==> src/design/core_config.svh <==
// core configuration: widths, reset pc, kept opcodes and trap encoding
`ifndef CORE_CONFIG_SVH
`define CORE_CONFIG_SVH

// datapath and instruction widths
`define CORE_XLEN 64
`define CORE_ILEN 32

// architectural register count
`define CORE_NREGS 32

// first fetch address after reset
`define CORE_PC_START 64'h8000_0000

// kept major opcodes
`define CORE_OPC_OP     7'h33
`define CORE_OPC_OP_IMM 7'h13
`define CORE_OPC_LUI    7'h37

// halt instruction and the register that carries its code
`define CORE_TRAP_OPCODE 7'h6b
`define CORE_TRAP_REG    10

`endif

==> src/design/core_pkg.sv <==
// core package: shared vector types, enums and the structs passed between stages
`include "core_config.svh"

package core_pkg;

  typedef logic [`CORE_XLEN-1:0] xlen_t;
  typedef logic [`CORE_ILEN-1:0] inst_t;
  typedef logic [$clog2(`CORE_NREGS)-1:0] reg_addr_t;
  typedef logic [7:0] trap_code_t;

  typedef enum logic [3:0] {
    ALU_ADD,
    ALU_SUB,
    ALU_SLL,
    ALU_SLT,
    ALU_SLTU,
    ALU_XOR,
    ALU_SRL,
    ALU_SRA,
    ALU_OR,
    ALU_AND,
    ALU_PASS_B
  } alu_op_e;

  typedef enum logic {
    run_st,
    halt_st
  } run_state_e;

  // instruction paired with the pc it was fetched from
  typedef struct packed {
    logic  valid;
    xlen_t pc;
    inst_t inst;
  } fetch_pkt_t;

  // decoded item with resolved operands
  typedef struct packed {
    logic      valid;
    xlen_t     pc;
    inst_t     inst;
    alu_op_e   op;
    xlen_t     opa;
    xlen_t     opb;
    reg_addr_t rd;
    logic      wen;
  } exec_pkt_t;

  typedef struct packed {
    logic      valid;
    xlen_t     pc;
    inst_t     inst;
    logic      wen;
    reg_addr_t wdest;
    xlen_t     wdata;
  } commit_t;

endpackage

==> src/design/fetch_unit.sv <==
// fetch unit holding the pc register, the instruction request and pc/instruction pairing
`timescale 1ns/10ps
`include "core_config.svh"

module fetch_unit (
  input  logic                clock,
  input  logic                reset,
  input  logic                run_i,
  output logic                imem_req_o,
  output core_pkg::xlen_t     imem_addr_o,
  input  core_pkg::inst_t     imem_inst_i,
  output core_pkg::fetch_pkt_t fetch_o
);

  core_pkg::xlen_t pc_q;
  core_pkg::xlen_t req_pc_q;
  logic            req_q;

  // no request while reset is held
  assign imem_req_o  = run_i && !reset;
  assign imem_addr_o = pc_q;

  always_ff @(posedge clock) begin
    if (reset) begin
      pc_q  <= `CORE_PC_START;
      req_q <= 1'b0;
    end else begin
      if (run_i) begin
        pc_q <= pc_q + core_pkg::xlen_t'(4);
      end
      req_q <= imem_req_o;
    end
  end

  // instruction comes back one cycle after the request
  always_ff @(posedge clock) begin
    req_pc_q <= pc_q;
  end

  assign fetch_o.valid = req_q;
  assign fetch_o.pc    = req_pc_q;
  assign fetch_o.inst  = imem_inst_i;

endmodule

==> config.mk <==
export PLATFORM = sky130hd
export DESIGN_NAME = fetch_unit
export DESIGN_NICKNAME = d
export VERILOG_FILES = /design/src/design/core_pkg.sv /design/src/design/fetch_unit.sv
export VERILOG_INCLUDE_DIRS = /design/src /design/src/design
export SDC_FILE = /design/constraint.sdc
export NUM_CORES = 1
export LEC_CHECK = 0
export BUFFER_PORTS_ARGS = -buffer_cell sky130_fd_sc_hd__buf_2
export CORE_MARGIN = 4
export CORE_UTILIZATION = 50
export CTS_CLUSTER_DIAMETER = 120
export CTS_CLUSTER_SIZE = 24
export DETAILED_ROUTE_END_ITERATION = 7
export PLACE_DENSITY_LB_ADDON = 0.08
export SLEW_MARGIN = 10
export SYNTH_ARGS = -nofsm -noshare
export SYNTH_HDL_FRONTEND = slang
export SYNTH_SLANG_ARGS = --single-unit
==> constraint.sdc <==
create_clock -name clock -period 4.8 [get_ports clock]
set_input_delay 0.24 -clock clock [delete_from_list [all_inputs] [get_ports clock]]
set_output_delay 0.24 -clock clock [all_outputs]
set_load 0.02 [all_outputs]
==> results of run 1 <==
-- routing by layer --
layer / part of all wire (%) / up-vias / global-route usage [%]
met4: 0.56 / 0 / 6.18
met2: 50 / 154 / 33.2
met1: 41 / 1710 / 24.3
li1: - / 1779 / -
met3: 8.4 / 8 / 8.05
met5: 0 / - / 0
-- power groups by stage --
stage / clock network, µW / logic [µW] / registers [µW]
6_report: 1360 / 29.8 / 1050
5_1_grt: 1430 / 32.6 / 1050
4_1_cts: 1380 / 30.3 / 1050
3_5_place_dp: 0 / 30.2 / 1070
3_3_place_gp: 0 / 29.8 / 1070
2_1_floorplan: 0 / 58.8 / 1070
-- path summary, 6_finish.rpt --
| check | slack [ns] | from | to |
|---|---|---|---|
| max | 2.30 | imem_addr_o[7] | imem_addr_o[61] |
| min | 0.15 | run_i | req_q |
| max reg2reg | 2.30 | imem_addr_o[7] | imem_addr_o[61] |
| min reg2reg | 0.38 | imem_addr_o[63] | req_pc_q[63] |
-- per-stage QoR --
stage / cells / total power [µW] / utilization, % / area [µm²] / hold WS (ns)
after floorplan: 463 / 1130 / - / 4510 / 0.452
after global placement: 652 / 1100 / 57.0 / 4970 / 0.374
after global routing: 684 / 2510 / 64.4 / 5610 / 0.143
final: 684 / 2440 / 64.4 / 5610 / 0.151
after detailed placement: 652 / 1100 / 57.0 / 4970 / 0.378
after CTS: 684 / 2460 / 64.4 / 5610 / 0.129
-- cell usage after synthesis, types with 2 or more instances --
cell      number
xor2_1        22
and4_1         3
dfxtp_1      125
nor2b_1        3
o21ai_0       19
or4_1          2
nand2_1       26
nor3_1         8
nor3b_1        2
xnor2_1       10
nand4_2        3
buf_4         37
o21ai_1        7
o31ai_1        2
nand3_1       27
nor4_4         2
inv_1          4
clkbuf_1       8
nor2_1        42
or3_2          2
nor4_1         4
or3_1         24
and3_1         9
a21oi_1       28
nand4_1       27
buf_2          3
-- worst max-delay path, stage by stage, from the launching register on --
cell and delay, ns:
dfxtp_1 0.45, nand4_2 0.21, nor4_4 0.55, nand4_2 0.47, or4_1 0.59, a21oi_1 0.15
-- registers in the layout, indices dropped and copies added, names as in the netlist --
register and flops:
req_q 1, req_pc_q 62, imem_addr_o 62
-- cells by family (layout without fill, tap and decap cells) --
group | count (synthesis) | after routing | share of synthesized area [%]
xor gates and xnor gates | 32 | 32 | 6.23
other | 1 | 4 | 0.0833
AOI/OAI and AO/OA | 58 | 58 | 6.73
buffers and inverters | 53 | 166 | 7.59
muxes | 1 | 1 | 0.222
adders and majority gates | 1 | 1 | 0.278
and+or+nand+nor | 189 | 189 | 23.2
DFF | 125 | 125 | 55.6
-- cell type report --
cell class                 count  area [µm²]  share of cell area [%]
clock inverter                11         189                    3.37
inverter                       4        15.0                   0.267
clock buffer                  21         449                    8.00
sequential                   125        2500                    44.6
timing repair buffer         130         656                    11.7
multi-input combinational    285        1670                    29.7
tap                          108         135                    2.41
==> qor.yml, run 1 <==
run_status:
  outcome: "finished clean"
power_and_ir_drop:
  power_switching_uw: 466
  power_frac_comb_pct: 1.2
  pwr-share-clk_pct: 55.8
  p_per_area_mw_per_mm2: 434
  p_leak_uw: 0.00245
  swShare_pct: 19.1
  irDropWorstVdd_mv: 0.265
  internal_power_uw: 1970
  p_seq_share_pct: 42.9
finish:
  nets: 599
  antenna_cells: 0
  syn_to_final_growth_pct: 24.7
  final_common_cell: "buf_2"
  drive_gt1_share_pct: 29.5
  num-fill-cells: 714
  final_cell_mix: "128 x buf_2, 125 x dfxtp_1, 42 x nor2_1"
clock_network:
  cts_made_buffers: 17
  cts_max_level: 4
  clk_latency_ns: 0.52
  cts-resized-gates: 0
  post-cts-setup-buffers: 0
  numClockSinks: 125
  cts_buffer_depth: 2
  clkTransAtPathRegs_ns: 0.06
  cts_tree: "done"
  cts-root-buf: "clkbuf_8"
  hold_buffers: 0
timing:
  period_share_pct: 52.1
  setup_slack_ns: 2.30
  slew_headroom_pct: 22.2
  finalMaxSlewViolations: 0
  finalSetupViolations: 0
  tns_ns: 0
  min_period_ns: 2.50
  worst_pin_slew_ns: 1.17
  rsz0062_at_grt: "no"
  fin_skew_ns: 0.0153
  max_clock_freq_mhz: 400
  hold_viol_final: 0
global_route:
  antenna_found_initial: 0
  grt_pass1_vias: 3419
  grtUsageTotal_pct: 20.2
  grt_max_degree: 65
  grt_remaining_overflow: 0
  grt_pass1_wl_mm: 16.6
routing:
  drt_iter0_markers: 170
  wl_mm: 10.4
  drt-pass1-iter-count: 4
  drtAntennaViolNets: 0
  drc: 0
  viasPerCell: 5.34
  post_drt_wl_per_cell_um: 15.2
  via_count: 3651
hold_path:
  min_path_cells: 2
  min_path_type: "in2reg"
yosys:
  synth.largest_area_cell: "dfxtp_1"
  synth.ff_latch_count: 125
  ys_warn_count: 0
  synth_edf_count: 0
  yosysTopAreaCellShare_pct: 55.6
  synthCells: 460
  ys.flop_type: "dfxtp_1"
  yosysSeqAreaShare_pct: 55.6
  synth_area_mm2: 0.00450
  netlist_top_cells_area: "dfxtp_1 56%, buf_4 6.2%, xor2_1 4.3%"
  synth.distinct_cells: 37
  async_flop_share_pct: 0
  synth.avg_cell_area_um2: 9.78
floorplanning:
  die_y_um: 103
  dieWidth_um: 103
  dieArea_mm2: 0.0106
  ios: 197
  coreArea_mm2: 0.00872
  rows: 34
  start_util_pct: 51.6
setup_path:
  cp.arrival_ns: 2.93
  worst_setup_path_end_kind: "flop"
  start_kind: "flop"
  worstSetupPathType: "reg2reg"
  worstPathRequired_ns: 5.23
  rr_worst_depth: 5
  cp_max_fo: 16
placement:
  portBuffers: 128
  gp_congestion: 0.802
  hpwl_mm: 7.21
  pre_cts_ws_ns: 2.31
flow_run:
  drv_cap: 0
(Power assumes the default switching activity.)
==> inputs of run 2 (changes only) <==
--- a/config.mk
+++ b/config.mk
@@ -8,7 +8,7 @@
 export LEC_CHECK = 0
 export BUFFER_PORTS_ARGS = -buffer_cell sky130_fd_sc_hd__buf_2
 export CORE_MARGIN = 4
-export CORE_UTILIZATION = 50
+export CORE_UTILIZATION = 42
 export CTS_CLUSTER_DIAMETER = 120
 export CTS_CLUSTER_SIZE = 24
 export DETAILED_ROUTE_END_ITERATION = 7
==> constraint.sdc (replaced) <==
create_clock -name clock -period 2.1 [get_ports clock]
set_input_delay 0.105 -clock clock [delete_from_list [all_inputs] [get_ports clock]]
set_output_delay 0.105 -clock clock [all_outputs]
set_load 0.02 [all_outputs]
==> run 2 against run 1 <==
Against the previous run: sequential power grew 130%; sequential share of layout area shrank 3.2 points; setup slack lost 2.2 ns; clock power grew 120%; cell area grew 7.7%; global-route usage shrank 2.0 points; critical path type unchanged.
==> qor.yml, run 2 (same netlist as run 1, synthesis figures left out) <==
setup_path:
  worst_setup_path_end_kind: "flop"
  r2r-start: "imem_addr_o[14]"
  worstSetupPathType: "reg2reg"
  rr_worst_depth: 7  # +2
  cp_max_fo: 8  # -8
  r2r-end: "imem_addr_o[53]"
  startpoint: "imem_addr_o[14]"
  reg2reg_slack_ns: 0.1  # -2.20 ns
  crit_end: "imem_addr_o[53]"
  worstPathRequired_ns: 2.53  # -2.70 ns
  cp.arrival_ns: 2.43  # -0.50 ns
  start_kind: "flop"
finish:
  antenna_cells: 0  # unchanged
  nets: 655  # +9.3%
  drive_gt1_share_pct: 36.1  # +6.6 points
  num-fill-cells: 948  # +33%
  syn_to_final_growth_pct: 34.3
  final_cell_mix: "128 x buf_2, 124 x dfxtp_1, 58 x buf_4"
  final_common_cell: "buf_2"
  fin_cells: 768  # +12%
  fin_util_pct: 58.3  # -6.1 points
timing:
  finalSetupViolations: 0  # unchanged
  slew_headroom_pct: 59.8  # +38 points
  max_clock_freq_mhz: 499  # +25%
  fin_skew_ns: 0.00579  # -0.00951 ns
  min_period_ns: 2.00  # -0.498 ns
  period_share_pct: 95.4  # +43 points
  finalMaxSlewViolations: 0  # unchanged
  hold_viol_final: 0  # unchanged
  worst_pin_slew_ns: 0.603  # -0.564 ns
  tns_ns: 0  # unchanged
  holdWs_ns: 0.0865  # -0.0644 ns
clock_network:
  clk_latency_ns: 0.51  # about the same
  cts-root-buf: "clkbuf_8"
  cts_max_level: 4  # unchanged
  clkTransAtPathRegs_ns: 0.06  # about the same
  hold_buffers: 0  # unchanged
  cts_made_buffers: 17  # unchanged
  cts_tree: "done"
  numClockSinks: 125  # unchanged
  cts_buffer_depth: 2  # unchanged
routing:
  drt_iter0_markers: 187  # +10%
  viasPerCell: 4.99  # -6.5%
  post_drt_wl_per_cell_um: 14.7  # -2.8%
  drc: 0  # unchanged
  drt-pass1-iter-count: 4  # unchanged
  drtAntennaViolNets: 0  # unchanged
  wl_mm: 11.3  # +9.1%
  via_count: 3832  # +5.0%
flow_run:
  drv_cap: 0  # unchanged
floorplanning:
  dieArea_mm2: 0.0124  # +18%
  ios: 197  # unchanged
  rows: 37  # +8.8%
  die_y_um: 112  # +8.4%
  dieWidth_um: 112  # +8.4%
  start_util_pct: 43.4  # -8.2 points
  coreArea_mm2: 0.0104  # +19%
power_and_ir_drop:
  p_leak_uw: 0.00271  # +11%
  irDropWorstVdd_mv: 0.508  # +91%
  totalPowerFinal_uw: 5400  # +120%
  p_per_area_mw_per_mm2: 894  # +110%
global_route:
  grt_max_degree: 31  # -52%
  grt_remaining_overflow: 0  # unchanged
  grtUsageTotal_pct: 18.1  # -2.0 points
  antenna_found_initial: 0  # unchanged
  grt_pass1_wl_mm: 18.5  # +11%
  grt_pass1_vias: 3727  # +9.0%
placement:
  gp_congestion: 0.833  # +3.8%
  dp_cells: 731  # +12%
  portBuffers: 128  # unchanged
  hpwl_mm: 8.03  # +11%
run_status:
  outcome: "finished clean"
hold_path:
  min_path_type: "in2reg"
## run 2: worst min-delay path by stage
stage,start,endpoint,depth (start not counted)
finish,run_i,imem_addr_o[4],4
global route,run_i,imem_addr_o[4],4
CTS,run_i,imem_addr_o[4],4
detailed placement,imem_inst_i[11],fetch_o[11],0
global placement,imem_inst_i[11],fetch_o[11],0
floorplan,imem_inst_i[0],fetch_o[0],1
## run 2: final cells by class
type / instances / area [µm²] / area share (%)
clock buffer: 20 / 425 / 7.04
clock inverter: 12 / 170 / 2.82
inverter: 4 / 15.0 / 0.248
multi-input combinational: 285 / 1680 / 27.9
sequential: 125 / 2500 / 41.4
tap: 136 / 170 / 2.82
timing repair buffer: 186 / 1080 / 17.8
## run 2: metrics by stage
stage	worst slack, ns	area (µm²)
final	0.0962	6040
after global routing	-0.0188	6040
after CTS	0.0574	5990
after detailed placement	0.0749	5390
after global placement	0.138	5390
after floorplan	0.0209	4510
## run 2: repair_timing
action / CTS / global route
resized for setup: 0 / 4
endpoints found under the setup margin: 0 / 14
buffers inserted: 0 / 5
## run 2: metal layers
layer	share of wire, %	routed length [µm]	GRT usage (%)	up-vias
met1	43	4890	21.7	1783
met5	0	0	0	-
met2	49	5550	30.2	131
li1	-	-	-	1893
met3	6.3	710	6.30	25
met4	1.5	170	6.81	0
## run 2: power breakdown
part	switching (µW)	leakage (µW)	total, µW	internal [µW]
Clock	1020	0.000281	2930	1920
Sequential	4.63	0.00101	2390	2380
Combinational	60.7	0.00142	85.2	24.5
## run 2: worst max-delay path, cell delays in order, from the launching register on
cell and delay (ns):
dfxtp_1 0.41, nand3_4 0.14, nor4_4 0.37, buf_4 0.17, nand4_2 0.13, buf_4 0.21
or3_1 0.34, a21oi_1 0.16
==> inputs of run 3 (changes only) <==
--- a/config.mk
+++ b/config.mk
@@ -6,9 +6,10 @@
 export SDC_FILE = /design/constraint.sdc
 export NUM_CORES = 1
 export LEC_CHECK = 0
+export ABC_AREA = 1
 export BUFFER_PORTS_ARGS = -buffer_cell sky130_fd_sc_hd__buf_2
 export CORE_MARGIN = 4
-export CORE_UTILIZATION = 42
+export CORE_UTILIZATION = 30
 export CTS_CLUSTER_DIAMETER = 120
 export CTS_CLUSTER_SIZE = 24
 export DETAILED_ROUTE_END_ITERATION = 7
@@ -17,3 +18,4 @@
 export SYNTH_ARGS = -nofsm -noshare
 export SYNTH_HDL_FRONTEND = slang
 export SYNTH_SLANG_ARGS = --single-unit
+export TNS_END_PERCENT = 20
==> run 3 against run 2 <==
Against the previous run: power decreased by 0.18%; first-iteration DRC count increased by 99%; via count increased by 29%; highest routed layer unchanged; cell area increased by 7.8%; non-clock buffer count decreased by 45; largest power group unchanged; critical endpoint is now imem_addr_o[57]; largest cell class unchanged; sequential power about the same.
==> qor.yml, run 3 <==
timing:
  hold_viol_final: 0  # unchanged
  setup_slack_ns: 0.186  # +0.0897 ns
  min_period_ns: 1.91  # -0.0897 ns
  worst_pin_slew_ns: 0.589  # -0.0137 ns
  tns_ns: 0  # unchanged
  max_clock_freq_mhz: 522  # +4.7%
  period_share_pct: 91.1  # -4.3 points
  finalMaxSlewViolations: 0  # unchanged
  finalSetupViolations: 0  # unchanged
  holdWs_ns: 0.0611  # -0.0253 ns
  fin_skew_ns: 0.00736  # +0.00156 ns
  rsz0062_at_grt: "no"
  slew_headroom_pct: 60.7  # +0.91 points
yosys:
  synth.ff_latch_count: 125  # unchanged
  ys_warn_count: 0  # unchanged
  yosysSeqAreaShare_pct: 47.9  # -7.7 points
  synth.avg_cell_area_um2: 7.16  # -27%
  synth_area_mm2: 0.00522  # +16%
  yosysTopAreaCellShare_pct: 47.9  # -7.7 points
  synthCells: 729  # +58%
  synth.distinct_cells: 28  # -24%
  yosysMostFrequentCell: "nand2_1"
  async_flop_share_pct: 0  # unchanged
  synth_edf_count: 0  # unchanged
  synth.largest_area_cell: "dfxtp_1"
  synth_commonest_cells: "178 x nand2_1, 149 x nor2_1, 125 x dfxtp_1"
  netlist_top_cells_area: "dfxtp_1 48%, nand2_1 13%, nor2_1 11%"
  ys.flop_type: "dfxtp_1"
finish:
  final_common_cell: "nand2_1"
  final_cell_mix: "178 x nand2_1, 148 x nor2_1, 128 x buf_2"
  syn_to_final_growth_pct: 24.8
  fin_util_pct: 38.7  # -20 points
  nets: 883  # +35%
  num-fill-cells: 1786  # +88%
  antenna_cells: 0  # unchanged
  drive_gt1_share_pct: 22.8  # -13 points
floorplanning:
  rows: 47  # +27%
  coreArea_mm2: 0.0168  # +62%
  die_y_um: 140  # +25%
  ios: 197  # unchanged
  dieWidth_um: 140  # +25%
  start_util_pct: 31.0  # -12 points
  dieArea_mm2: 0.0196  # +57%
power_and_ir_drop:
  p_per_area_mw_per_mm2: 828  # -7.4%
  totalPowerFinal_uw: 5390  # -0.18%
  p_leak_uw: 0.00283  # +4.3%
  irDropWorstVdd_mv: 0.531  # +4.7%
flow_run:
  drv_cap: 0  # unchanged
clock_network:
  hold_buffers: 0  # unchanged
  clkTransAtPathRegs_ns: 0.06  # about the same
  cts_made_buffers: 17  # unchanged
  numClockSinks: 125  # unchanged
  clk_latency_ns: 0.42  # -0.09 ns
  cts-resized-gates: 0  # unchanged
  cts_buffer_depth: 2  # unchanged
  cts_max_level: 4  # unchanged
  cts_tree: "done"
  cts-root-buf: "clkbuf_16"
  post-cts-setup-buffers: 0  # unchanged
global_route:
  antenna_found_initial: 0  # unchanged
  grt_pass1_vias: 4712  # +26%
  grt_remaining_overflow: 0  # unchanged
  grt_pass1_wl_mm: 26.1  # +42%
  grt_max_degree: 52  # +68%
  grtUsageTotal_pct: 17.1  # -1.0 points
setup_path:
  r2r-start: "imem_addr_o[17]"
  reg2reg_slack_ns: 0.19  # +0.09 ns
  worstSetupPathType: "reg2reg"
  start_kind: "flop"
  startpoint: "imem_addr_o[17]"
  crit_end: "imem_addr_o[57]"
  rr_worst_depth: 9  # +2
  cpLargestDelayFamily: "simple AND/OR/NAND/NOR gates"
  max_stage_delay_ns: 0.44  # +0.03 ns
  r2r-end: "imem_addr_o[57]"
  crit_path_frequent_cell: "nand2_1"
  path_buf_inv: 0  # -2
  critPathSlowestCell: "dfxtp_1"
  worst_setup_path_end_kind: "flop"
  cp_max_fo: 6  # -2
  worstPathRequired_ns: 2.42  # -0.11 ns
  path_cells: "nand2_1, nor2_1, nand2_1, nor2_2, nand2_1, nor2_2, nand3_1, nand2_1, nor2_1"
  path_depth: 9  # +2
  cp.arrival_ns: 2.23  # -0.20 ns
routing:
  via_count: 4934  # +29%
  drt-pass1-iter-count: 5  # +1
  drt_iter0_markers: 373  # +99%
  post_drt_wl_per_cell_um: 15.3  # +4.1%
  viasPerCell: 4.58  # -8.3%
  wl_mm: 16.5  # +46%
  drtAntennaViolNets: 0  # unchanged
  drc: 0  # unchanged
placement:
  pre_cts_ws_ns: 0.173  # +0.0983 ns
  portBuffers: 128  # unchanged
  gp_congestion: 0.921  # +11%
  hpwl_mm: 12.8  # +59%
run_status:
  outcome: "finished clean"
hold_path:
  min_path_cells: 2  # -2
  min_path_type: "in2reg"
[run 3: metrics by stage]
step	area (µm²)	instances
finish	6510	1078
global route	6510	1078
CTS	6510	1078
detailed placement	5940	1048
global placement	5940	1048
floorplan	5230	732
[run 3: report_power, final]
part | leakage (µW) | internal [µW] | switching (µW)
clock | 0.000285 | 1850 | 1060
combinational | 0.00154 | 27.6 | 74.8
sequential | 0.00101 | 2380 | 3.75
total | 0.00283 | 4260 | 1140
[run 3: cell type report]
class	instances	area, µm²	area share [%]
Sequential cell	125	2500	38.4
Multi-Input combinational cell	492	2160	33.2
Timing Repair Buffer	141	738	11.3
Clock buffer	23	488	7.49
Tap cell	220	275	4.23
Inverter	70	263	4.03
Clock inverter	7	87.6	1.34
[run 3: kinds of logic after synthesis]
logic type               count (synthesis)  synth area share [%]
AO/OA/AOI/OAI                           54                  5.46
other                                    1                0.0718
flip-flops                             125                  47.9
buffers and inverters                  115                  11.0
adder cells (fa/ha/maj)                  1                 0.240
AND/OR/NAND/NOR                        429                  34.7
XOR/XNOR                                 4                 0.671
[run 3: worst min path at each step]
stage,startpoint,endpoint,slack [ns]
6_report,reset,imem_addr_o[34],0.06
5_1_grt,reset,req_q,0.06
4_1_cts,reset,req_q,0.06
3_5_place_dp,imem_inst_i[13],fetch_o[13],0.21
3_3_place_gp,imem_inst_i[13],fetch_o[13],0.21
2_1_floorplan,reset,imem_addr_o[11],0.26
[run 3: metal layers]
metal | track usage (%) | wire length [µm] | share of wire (%)
met4 | 7.96 | 470 | 2.8
met3 | 3.95 | 1130 | 6.9
met2 | 25.3 | 6990 | 42
met5 | 0 | 0 | 0
met1 | 23.7 | 7940 | 48
